**config.mk**
```make
export PLATFORM = sky130hd
export DESIGN_NAME = vertex_job_control
export DESIGN_NICKNAME = d
export VERILOG_FILES = /design/src/rtl/vertex_job_pkg.sv /design/src/rtl/vertex_job_control.sv /design/src/rtl/vertex_chunk_unpack.sv /design/src/rtl/vertex_read_request.sv /design/src/rtl/credit_sender.sv /design/src/rtl/sync_fifo.sv
export SDC_FILE = /design/constraint.sdc
export NUM_CORES = 2
export LEC_CHECK = 0
export BUFFER_PORTS_ARGS = -buffer_cell sky130_fd_sc_hd__buf_2
export CORE_MARGIN = 3
export CORE_UTILIZATION = 40
export CTS_CLUSTER_SIZE = 25
export DETAILED_ROUTE_END_ITERATION = 8
export PLACE_DENSITY = 0.65
export SKIP_CTS_REPAIR_TIMING = 1
export SLEW_MARGIN = 40
export SYNTH_ARGS = -nofsm -noshare
export SYNTH_HDL_FRONTEND = slang
export SYNTH_SLANG_ARGS = --single-unit
```
**constraint.sdc**
```tcl
create_clock -name clock -period 17.6 [get_ports clock]
set_input_delay 5.28 -clock clock [delete_from_list [all_inputs] [get_ports clock]]
set_output_delay 5.28 -clock clock [all_outputs]
set_load 0.01 [all_outputs]
```
**src/rtl/vertex_job_pkg.sv**
```systemverilog
// widths, array selector, job descriptor, read command/data, chunk info and vertex job types

package vertex_job_pkg;

	//////////////////////////////////////////////////
	// widths
	//////////////////////////////////////////////////

	// one vertex field in a data line
	localparam int unsigned VERTEX_BITS = 32;
	localparam int unsigned ADDR_BITS = 48;
	// vertex counts and ids
	localparam int unsigned COUNT_BITS = 32;

	// vertices carried by one data line
	localparam int unsigned CHUNK_VERTICES = 8;
	localparam int unsigned LINE_BITS = CHUNK_VERTICES * VERTEX_BITS;
	// address step per chunk, 4 bytes per field
	localparam int unsigned CHUNK_BYTES = CHUNK_VERTICES * 4;
	// holds 0 .. CHUNK_VERTICES
	localparam int unsigned CHUNK_COUNT_BITS = $clog2(CHUNK_VERTICES) + 1;

	//////////////////////////////////////////////////
	// types
	//////////////////////////////////////////////////

	typedef enum logic [1:0] {
		ARRAY_INV_OUT_DEGREE = 2'd0,
		ARRAY_INV_EDGES_IDX  = 2'd1,
		ARRAY_PARENT         = 2'd2
	} array_sel_t;

	typedef struct packed {
		logic [ADDR_BITS-1:0]  inv_out_degree_base;
		logic [ADDR_BITS-1:0]  inv_edges_idx_base;
		logic [ADDR_BITS-1:0]  parent_base;
		logic [COUNT_BITS-1:0] num_vertices;
		logic [COUNT_BITS-1:0] first_id;
	} job_desc_t;

	// count is the number of vertices in this chunk
	typedef struct packed {
		logic [ADDR_BITS-1:0]        address;
		array_sel_t                  array_sel;
		logic [CHUNK_COUNT_BITS-1:0] count;
	} read_command_t;

	// lane 0 sits in the low VERTEX_BITS bits
	typedef struct packed {
		array_sel_t           array_sel;
		logic [LINE_BITS-1:0] data;
	} read_data_t;

	typedef struct packed {
		logic [COUNT_BITS-1:0]       first_id;
		logic [CHUNK_COUNT_BITS-1:0] count;
	} chunk_info_t;

	typedef struct packed {
		logic [COUNT_BITS-1:0]  id;
		logic [VERTEX_BITS-1:0] inv_out_degree;
		logic [VERTEX_BITS-1:0] inv_edges_idx;
		logic [VERTEX_BITS-1:0] parent;
	} vertex_job_t;

endpackage
```
**src/rtl/vertex_job_control.sv**
```systemverilog
// vertex_job_control: top level joining the read sequencer, unpacker, FIFOs and credit senders

module vertex_job_control #(
	parameter int CMD_FIFO_DEPTH = 4,
	parameter int JOB_FIFO_DEPTH = 16,
	parameter int CMD_CREDITS    = 2,
	parameter int VERTEX_CREDITS = 4
) (
	input  logic                           clock,
	input  logic                           rstn,
	input  logic                           job_start,
	input  vertex_job_pkg::job_desc_t      job,
	output logic                           read_command_valid,
	output vertex_job_pkg::read_command_t  read_command,
	input  logic                           read_command_credit,
	input  logic                           read_data_valid,
	input  vertex_job_pkg::read_data_t     read_data,
	output logic                           vertex_valid,
	output vertex_job_pkg::vertex_job_t    vertex,
	input  logic                           vertex_credit
);

	// command path
	logic                                      cmd_push;
	vertex_job_pkg::read_command_t             cmd;
	logic                                      cmd_pop;
	vertex_job_pkg::read_command_t             cmd_head;
	logic                                      cmd_empty;
	logic [$clog2(CMD_FIFO_DEPTH+1)-1:0]       cmd_free;

	// vertex job path
	logic                                      job_push;
	vertex_job_pkg::vertex_job_t               unpack_job;
	logic                                      job_pop;
	vertex_job_pkg::vertex_job_t               job_head;
	logic                                      job_empty;
	logic [$clog2(JOB_FIFO_DEPTH+1)-1:0]       job_free;

	logic                                      chunk_start;
	vertex_job_pkg::chunk_info_t               chunk;
	logic                                      unpack_busy;

	//////////////////////////////////////////////////
	// read side
	//////////////////////////////////////////////////

	vertex_read_request #(
		.CHUNK_ROOM(vertex_job_pkg::CHUNK_VERTICES),
		.JOB_DEPTH (JOB_FIFO_DEPTH),
		.CMD_DEPTH (CMD_FIFO_DEPTH)
	) u_read_request (
		.clock      (clock),
		.rstn       (rstn),
		.job_start  (job_start),
		.job        (job),
		.unpack_busy(unpack_busy),
		.job_free   (job_free),
		.cmd_free   (cmd_free),
		.cmd_push   (cmd_push),
		.cmd        (cmd),
		.chunk_start(chunk_start),
		.chunk      (chunk)
	);

	sync_fifo #(
		.payload_t(vertex_job_pkg::read_command_t),
		.DEPTH    (CMD_FIFO_DEPTH)
	) u_cmd_fifo (
		.clock   (clock),
		.rstn    (rstn),
		.push    (cmd_push),
		.data_in (cmd),
		.pop     (cmd_pop),
		.data_out(cmd_head),
		.empty   (cmd_empty),
		.free    (cmd_free)
	);

	credit_sender #(
		.payload_t  (vertex_job_pkg::read_command_t),
		.MAX_CREDITS(CMD_CREDITS)
	) u_cmd_sender (
		.clock        (clock),
		.rstn         (rstn),
		.empty        (cmd_empty),
		.head         (cmd_head),
		.pop          (cmd_pop),
		.credit_return(read_command_credit),
		.out_valid    (read_command_valid),
		.out_payload  (read_command)
	);

	//////////////////////////////////////////////////
	// vertex side
	//////////////////////////////////////////////////

	vertex_chunk_unpack u_chunk_unpack (
		.clock      (clock),
		.rstn       (rstn),
		.chunk_start(chunk_start),
		.chunk      (chunk),
		.data_valid (read_data_valid),
		.data       (read_data),
		.busy       (unpack_busy),
		.job_push   (job_push),
		.job        (unpack_job)
	);

	sync_fifo #(
		.payload_t(vertex_job_pkg::vertex_job_t),
		.DEPTH    (JOB_FIFO_DEPTH)
	) u_job_fifo (
		.clock   (clock),
		.rstn    (rstn),
		.push    (job_push),
		.data_in (unpack_job),
		.pop     (job_pop),
		.data_out(job_head),
		.empty   (job_empty),
		.free    (job_free)
	);

	credit_sender #(
		.payload_t  (vertex_job_pkg::vertex_job_t),
		.MAX_CREDITS(VERTEX_CREDITS)
	) u_job_sender (
		.clock        (clock),
		.rstn         (rstn),
		.empty        (job_empty),
		.head         (job_head),
		.pop          (job_pop),
		.credit_return(vertex_credit),
		.out_valid    (vertex_valid),
		.out_payload  (vertex)
	);

endmodule

```
**src/rtl/vertex_chunk_unpack.sv**
```systemverilog
// vertex_chunk_unpack: captures the three array lines of a chunk and emits one vertex job per cycle

module vertex_chunk_unpack (
	input  logic                         clock,
	input  logic                         rstn,
	input  logic                         chunk_start,
	input  vertex_job_pkg::chunk_info_t  chunk,
	input  logic                         data_valid,
	input  vertex_job_pkg::read_data_t   data,
	output logic                         busy,
	output logic                         job_push,
	output vertex_job_pkg::vertex_job_t  job
);

	logic [vertex_job_pkg::LINE_BITS-1:0]         degree_line;
	logic [vertex_job_pkg::LINE_BITS-1:0]         edges_line;
	logic [vertex_job_pkg::LINE_BITS-1:0]         parent_line;
	// one flag per array: degree, edge index, parent
	logic [2:0]                                   arrived;
	vertex_job_pkg::chunk_info_t                  info;
	logic [vertex_job_pkg::CHUNK_COUNT_BITS-1:0]  lane_idx;
	logic                                         last_push;

	// beats may come in any order, so wait for all three
	assign job_push = busy && (&arrived);
	assign last_push = job_push && ((lane_idx + 1'b1) == info.count);

	// lane 0 always holds the current vertex
	assign job.id = info.first_id + vertex_job_pkg::COUNT_BITS'(lane_idx);
	assign job.inv_out_degree = degree_line[vertex_job_pkg::VERTEX_BITS-1:0];
	assign job.inv_edges_idx = edges_line[vertex_job_pkg::VERTEX_BITS-1:0];
	assign job.parent = parent_line[vertex_job_pkg::VERTEX_BITS-1:0];

	//////////////////////////////////////////////////
	// chunk control
	//////////////////////////////////////////////////

	always_ff @(posedge clock or negedge rstn) begin
		if (!rstn) begin
			busy     <= 1'b0;
			arrived  <= '0;
			lane_idx <= '0;
		end else if (chunk_start) begin
			busy     <= 1'b1;
			arrived  <= '0;
			lane_idx <= '0;
		end else if (last_push) begin
			busy    <= 1'b0;
			arrived <= '0;
		end else begin
			if (job_push) begin
				lane_idx <= lane_idx + 1'b1;
			end
			if (data_valid) begin
				case (data.array_sel)
					vertex_job_pkg::ARRAY_INV_OUT_DEGREE: arrived[0] <= 1'b1;
					vertex_job_pkg::ARRAY_INV_EDGES_IDX:  arrived[1] <= 1'b1;
					vertex_job_pkg::ARRAY_PARENT:         arrived[2] <= 1'b1;
					default:                              arrived    <= arrived;
				endcase
			end
		end
	end

	always_ff @(posedge clock) begin
		if (chunk_start) begin
			info <= chunk;
		end
	end

	//////////////////////////////////////////////////
	// line capture and lane shift
	//////////////////////////////////////////////////

	always_ff @(posedge clock) begin
		if (job_push) begin
			degree_line <= degree_line >> vertex_job_pkg::VERTEX_BITS;
			edges_line  <= edges_line >> vertex_job_pkg::VERTEX_BITS;
			parent_line <= parent_line >> vertex_job_pkg::VERTEX_BITS;
		end else if (data_valid) begin
			case (data.array_sel)
				vertex_job_pkg::ARRAY_INV_OUT_DEGREE: degree_line <= data.data;
				vertex_job_pkg::ARRAY_INV_EDGES_IDX:  edges_line  <= data.data;
				vertex_job_pkg::ARRAY_PARENT:         parent_line <= data.data;
				default:                              parent_line <= parent_line;
			endcase
		end
	end

endmodule

```
**src/rtl/vertex_read_request.sv**
```systemverilog
// vertex_read_request: chunk sequencer issuing the degree, edge-index and parent reads per chunk

module vertex_read_request #(
	parameter int CHUNK_ROOM = 8,
	parameter int JOB_DEPTH  = 16,
	parameter int CMD_DEPTH  = 4
) (
	input  logic                                clock,
	input  logic                                rstn,
	input  logic                                job_start,
	input  vertex_job_pkg::job_desc_t           job,
	input  logic                                unpack_busy,
	input  logic [$clog2(JOB_DEPTH+1)-1:0]      job_free,
	input  logic [$clog2(CMD_DEPTH+1)-1:0]      cmd_free,
	output logic                                cmd_push,
	output vertex_job_pkg::read_command_t       cmd,
	output logic                                chunk_start,
	output vertex_job_pkg::chunk_info_t         chunk
);

	localparam int JOB_FREE_BITS = $clog2(JOB_DEPTH + 1);
	localparam int CMD_FREE_BITS = $clog2(CMD_DEPTH + 1);

	typedef enum logic [2:0] {
		IDLE,
		WAIT_CHUNK,
		ISSUE_DEGREE,
		ISSUE_EDGES_IDX,
		ISSUE_PARENT
	} state_t;

	state_t                                          state;
	vertex_job_pkg::job_desc_t                       job_q;
	logic [vertex_job_pkg::COUNT_BITS-1:0]           remaining;
	logic [vertex_job_pkg::ADDR_BITS-1:0]            offset;
	logic [vertex_job_pkg::COUNT_BITS-1:0]           next_id;
	logic [vertex_job_pkg::CHUNK_COUNT_BITS-1:0]     chunk_count;
	logic                                            chunk_ok;

	// full line, or whatever is left of the job
	assign chunk_count = (remaining > vertex_job_pkg::COUNT_BITS'(vertex_job_pkg::CHUNK_VERTICES))
		? vertex_job_pkg::CHUNK_COUNT_BITS'(vertex_job_pkg::CHUNK_VERTICES)
		: remaining[vertex_job_pkg::CHUNK_COUNT_BITS-1:0];

	// room for a whole chunk downstream before the first read goes out
	assign chunk_ok = !unpack_busy
		&& (job_free >= JOB_FREE_BITS'(CHUNK_ROOM))
		&& (cmd_free >= CMD_FREE_BITS'(3));

	//////////////////////////////////////////////////
	// FSM
	//////////////////////////////////////////////////

	always_ff @(posedge clock or negedge rstn) begin
		if (!rstn) begin
			state     <= IDLE;
			remaining <= '0;
			offset    <= '0;
			next_id   <= '0;
		end else begin
			unique case (state)
				IDLE: begin
					// empty jobs are dropped here
					if (job_start && (job.num_vertices != '0)) begin
						remaining <= job.num_vertices;
						offset    <= '0;
						next_id   <= job.first_id;
						state     <= WAIT_CHUNK;
					end
				end
				WAIT_CHUNK: begin
					if (chunk_ok) begin
						state <= ISSUE_DEGREE;
					end
				end
				ISSUE_DEGREE: begin
					state <= ISSUE_EDGES_IDX;
				end
				ISSUE_EDGES_IDX: begin
					state <= ISSUE_PARENT;
				end
				ISSUE_PARENT: begin
					remaining <= remaining - vertex_job_pkg::COUNT_BITS'(chunk_count);
					offset    <= offset + vertex_job_pkg::ADDR_BITS'(vertex_job_pkg::CHUNK_BYTES);
					next_id   <= next_id + vertex_job_pkg::COUNT_BITS'(chunk_count);
					if (remaining == vertex_job_pkg::COUNT_BITS'(chunk_count)) begin
						state <= IDLE;
					end else begin
						state <= WAIT_CHUNK;
					end
				end
				default: begin
					state <= IDLE;
				end
			endcase
		end
	end

	// descriptor is held for the whole job
	always_ff @(posedge clock) begin
		if ((state == IDLE) && job_start) begin
			job_q <= job;
		end
	end

	//////////////////////////////////////////////////
	// command and chunk outputs
	//////////////////////////////////////////////////

	always_comb begin
		cmd_push      = 1'b0;
		cmd.address   = job_q.inv_out_degree_base + offset;
		cmd.array_sel = vertex_job_pkg::ARRAY_INV_OUT_DEGREE;
		cmd.count     = chunk_count;
		case (state)
			ISSUE_DEGREE: begin
				cmd_push = 1'b1;
			end
			ISSUE_EDGES_IDX: begin
				cmd_push      = 1'b1;
				cmd.address   = job_q.inv_edges_idx_base + offset;
				cmd.array_sel = vertex_job_pkg::ARRAY_INV_EDGES_IDX;
			end
			ISSUE_PARENT: begin
				cmd_push      = 1'b1;
				cmd.address   = job_q.parent_base + offset;
				cmd.array_sel = vertex_job_pkg::ARRAY_PARENT;
			end
			default: begin
				cmd_push = 1'b0;
			end
		endcase
	end

	// unpacker learns the chunk along with the first read
	assign chunk_start = (state == ISSUE_DEGREE);
	assign chunk.first_id = next_id;
	assign chunk.count = chunk_count;

endmodule

```
**src/rtl/credit_sender.sv**
```systemverilog
// credit_sender: credit counter that drains a FIFO head onto a registered valid/payload output

module credit_sender #(
	parameter type payload_t   = logic [7:0],
	parameter int  MAX_CREDITS = 2
) (
	input  logic     clock,
	input  logic     rstn,
	input  logic     empty,
	input  payload_t head,
	output logic     pop,
	input  logic     credit_return,
	output logic     out_valid,
	output payload_t out_payload
);

	localparam int CREDIT_BITS = $clog2(MAX_CREDITS + 1);

	// credits left at the receiver
	logic [CREDIT_BITS-1:0] credits;

	// one item per cycle while credit lasts
	assign pop = !empty && (credits != '0);

	//////////////////////////////////////////////////
	// credit count and valid
	//////////////////////////////////////////////////

	always_ff @(posedge clock or negedge rstn) begin
		if (!rstn) begin
			credits   <= CREDIT_BITS'(MAX_CREDITS);
			out_valid <= 1'b0;
		end else begin
			// a return and a send in the same cycle cancel out
			credits   <= credits + CREDIT_BITS'(credit_return) - CREDIT_BITS'(pop);
			out_valid <= pop;
		end
	end

	//////////////////////////////////////////////////
	// payload
	//////////////////////////////////////////////////

	always_ff @(posedge clock) begin
		if (pop) begin
			out_payload <= head;
		end
	end

endmodule

```
**src/rtl/sync_fifo.sv**
```systemverilog
// sync_fifo: circular-buffer FIFO of any payload type with empty flag and free-entry count

module sync_fifo #(
	parameter type payload_t = logic [7:0],
	parameter int  DEPTH     = 4
) (
	input  logic                         clock,
	input  logic                         rstn,
	input  logic                         push,
	input  payload_t                     data_in,
	input  logic                         pop,
	output payload_t                     data_out,
	output logic                         empty,
	output logic [$clog2(DEPTH+1)-1:0]   free
);

	localparam int PTR_BITS = (DEPTH > 1) ? $clog2(DEPTH) : 1;
	localparam int CNT_BITS = $clog2(DEPTH + 1);

	payload_t            mem [DEPTH];
	logic [PTR_BITS-1:0] wr_ptr;
	logic [PTR_BITS-1:0] rd_ptr;
	logic [CNT_BITS-1:0] used;
	logic                do_push;
	logic                do_pop;

	// overflow and underflow are ignored
	assign do_push = push && (used != CNT_BITS'(DEPTH));
	assign do_pop = pop && (used != '0);

	assign empty = (used == '0);
	assign free = CNT_BITS'(DEPTH) - used;
	assign data_out = mem[rd_ptr];

	always_ff @(posedge clock) begin
		if (do_push) begin
			mem[wr_ptr] <= data_in;
		end
	end

	// pointers wrap at DEPTH, so depth need not be a power of two
	always_ff @(posedge clock or negedge rstn) begin
		if (!rstn) begin
			wr_ptr <= '0;
			rd_ptr <= '0;
			used   <= '0;
		end else begin
			if (do_push) begin
				wr_ptr <= (wr_ptr == PTR_BITS'(DEPTH - 1)) ? '0 : wr_ptr + 1'b1;
			end
			if (do_pop) begin
				rd_ptr <= (rd_ptr == PTR_BITS'(DEPTH - 1)) ? '0 : rd_ptr + 1'b1;
			end
			used <= used + CNT_BITS'(do_push) - CNT_BITS'(do_pop);
		end
	end

endmodule

```
==> results by group <==
Clock tree
  • Reg clk slew, reported paths: 0.06 ns
  • CTS tree: yes
  • CTS H-tree depth: 5
  • Clock Root Buffer: clkbuf_16
  • Sink Count: 3,539
  • Clock Tree Buf Depth: 4
  • Cts bufs inserted: 366
  • Worst skew pair latency: 0.92 ns

Die
  • Initial Util: 0.402
  • Die H: 594 µm
  • Row count: 215
  • Core area: 0.344 mm²
  • Die ar.: 0.353 mm²
  • Die Width: 594 µm
  • Num ports: 656

Timing
  • Final min period: 8.17 ns
  • Worst slew margin: 0.377
  • Final Setup Violations: 0
  • Setup_tns: 0 ns
  • Clock skew: 0.0928 ns
  • RSZ-0062 raised after global routing: no
  • Max-slew violation count: 0
  • FMAX: 0.122 GHz
  • Slack of the critical path: 9.43 ns
  • Fin. Hold Viols: 0
  • Worst-Margin Slew: 0.935 ns
  • Crit share post-route: 0.464

Yosys
  • Ys async rst share: 0.0410
  • Mapped Cells: 8,715
  • Top-area cell type share of the netlist area: 0.716
  • Netlist cell types: 87
  • Dominant synthesized flop cell: edfxtp_1
  • Syn avg cell area: 15.9 µm²
  • Post-synth top area cell: edfxtp_1
  • Net Count, Synth: 9,274
  • Post-synth EDFFs: 3,298
  • Ranking of synthesized cells by area: edfxtp_1 (72%), nand2_1 (5.8%), mux4_2 (5.1%)
  • Synth Warn #: 0
  • Top-count cell post-synth: edfxtp_1
  • Mapped cell area: 0.138 mm²
  • Seq/Total Area, Yosys: 0.757
  • Register bit count reported by yosys: 3,539
  • Post-synth top cells: edfxtp_1 (3,298), nand2_1 (2,131), mux2i_1 (400), o21ai_0 (351), clkbuf_1 (326)

GRT
  • Met1 Use GR: 0.286
  • Gr ovfl total: 0
  • First-pass GRT wire length: 541 mm
  • Pin count of the biggest net entering global routing: 138
  • Met2 Track Usage GR: 0.327
  • Layer with the highest usage: met2
  • Initial antenna violation count: 104
  • Vias in the first global route: 78,659
  • GR Util All Layers: 0.206
  • Global routing met3 resource utilization: 0.0388

Worst setup path
  • Setup crit start kind: primary input
  • CP top delay family: buffers and inverters
  • Worst-path cell chain: buf_2, or3b_4, nand2_4, buf_6, buf_6, buf_4
  • Critical setup path kind: in2reg
  • Cell at the slowest stage of the critical path: buf_4
  • Cell mode on critical path: buf_6
  • Critical Path End Type: flip-flop
  • CP peak stage delay: 0.76 ns
  • CP required: 18.14 ns
  • Crit path buffers/inverters: 4
  • CP arrival: 8.71 ns
  • CP Max Fanout: 68

Placement
  • Port-buffer cells: 655
  • Detail Placement HPWL: 230 mm
  • Pre-CTS WS: 8.47 ns
  • Final GP Congestion: 0.890
  • Placed insts: 13,653
  • Placed Instance Area: 0.148 mm²

Finish
  • Share of cells above drive strength 1: 0.191
  • Area of the multi-input gates: 0.0321 mm²
  • Area delta synth->final: 15.7%
  • Final instance area: 0.160 mm²
  • Filler cells: 28,965
  • Sequential Area: 0.105 mm²
  • Final Non-Filler Cells: 14,367
  • Final net count: 10,031

Pwr
  • PnR Total Power: 0.0293 W
  • Leakage power: 57.1 nW
  • Worst vdd rail ir drop: 0.000116 V
  • Power density over cell area: 183 mW/mm²

Drt
  • DRT iter0 DRCs: 8,685
  • Vias: 78,750
  • Antenna viol nets, final: 0
  • DR WL/cell: 25.9 µm
  • First-pass DRT Iterations: 6
  • Post-Route WL: 372 mm
  • Vias per cell: 5.48
  • Post-route DRC: 0

Status
  • Status: complete, no violations

Flow run
  • Max Cap Viol: 0

Hold path
  • Hold Crit Class: reg2reg
==> placed cells by master (no fill, tap or decap), types with 82 or more instances in the layout <==
cell type  synthesis  routed
a21oi_1          305     305
ha_1              82      82
buf_2             34     654
dfrtp_1          143     137
nand2_1         2131    2127
mux2_2           131     131
edfxtp_1        3298    3298
dfxtp_1           96      96
a221oi_1         132     132
o21ai_0          351     351
mux4_2           310     310
a22oi_1          176     176
mux2i_1          400     400
nor2_1           103      98
clkbuf_16          0     378
==> cell families (layout without fill, tap and decap cells) <==
kind of cell	count (synthesis)	count (layout)	synth area share
DFF	3539	3539	0.757
and+or+nand+nor	2530	2530	0.0740
AOI/OAI and AO/OA	1133	1133	0.0516
muxes	841	841	0.0901
buffers and inverters	491	1553	0.0136
xor gates and xnor gates	93	93	0.00589
adders and majority gates	87	87	0.00815
other	1	34	0.0000271
==> worst paths after layout <==
check                      cells after the start                            start                               to  slack (ns)
max                                            6                   read_data[256]   u_chunk_unpack.degree_line[64]        9.43
min                                            2  u_chunk_unpack.degree_line[242]  u_chunk_unpack.degree_line[242]        0.45
max reg2reg                                   17          u_read_request.state[1]            u_cmd_fifo.mem[0][52]       11.95
min reg2reg                                    2  u_chunk_unpack.degree_line[242]  u_chunk_unpack.degree_line[242]        0.45
max in group asynchronous                      2                             rstn     u_read_request.remaining[16]       12.15
min in group asynchronous                      1                             rstn        u_read_request.offset[23]        4.30
==> worst min-delay path: stages, from the launching register on <==
cell and delay (ns):
dfxtp_1 0.31, nand2_1 0.05, a21oi_1 0.05
==> state kept, by name, indices dropped and copies added (netlist names), 2 cells and up <==
signal,flops
u_read_request.remaining,32
u_chunk_unpack.lane_idx,4
u_chunk_unpack.info,36
u_cmd_fifo.mem,216
u_job_fifo.mem,2048
u_cmd_fifo.rd_ptr,2
u_job_fifo.rd_ptr,4
u_job_sender.out_payload,128
u_cmd_sender.credits,2
u_chunk_unpack.degree_line,256
u_read_request.next_id,32
u_job_fifo.used,5
u_read_request.offset,43
u_cmd_fifo.used,3
u_job_fifo.wr_ptr,4
u_job_sender.credits,3
u_chunk_unpack.parent_line,256
u_read_request.state,3
u_chunk_unpack.edges_line,256
u_cmd_fifo.wr_ptr,2
u_chunk_unpack.arrived,3
u_cmd_sender.out_payload,54
u_read_request.job_q,144
==> area by class of cell <==
cell class | count | share of cell area
sequential | 3539 | 0.654
multi-input combinational | 4685 | 0.201
clock buffer | 463 | 0.0618
tap | 4557 | 0.0356
timing repair buffer | 808 | 0.0334
clock inverter | 210 | 0.0123
inverter | 72 | 0.00169
antenna | 33 | 0.000516
==> metal layers <==
layer / up-vias / share of wire / wire length (µm)
li1: 34679 / - / -
met1: 39927 / 0.42 / 155000
met2: 3490 / 0.47 / 174000
met3: 618 / 0.080 / 29800
met4: 36 / 0.034 / 12800
met5: - / 0.00068 / 254
==> through the flow <==
stage / hold WS [ns] / utilization
CTS: 0.455 / 0.465
global route: 0.472 / 0.466
detailed placement: 0.447 / 0.430
finish: 0.455 / 0.466
global placement: 0.443 / 0.427
floorplan: 0.437 / -
==> power by group <==
part	internal (W)	switching (W)	leakage (nW)
Clock	0.00441	0.00322	5.80
Sequential	0.0125	0.00135	33.0
Combinational	0.00259	0.00531	18.2
(Power assumes the default switching activity.)
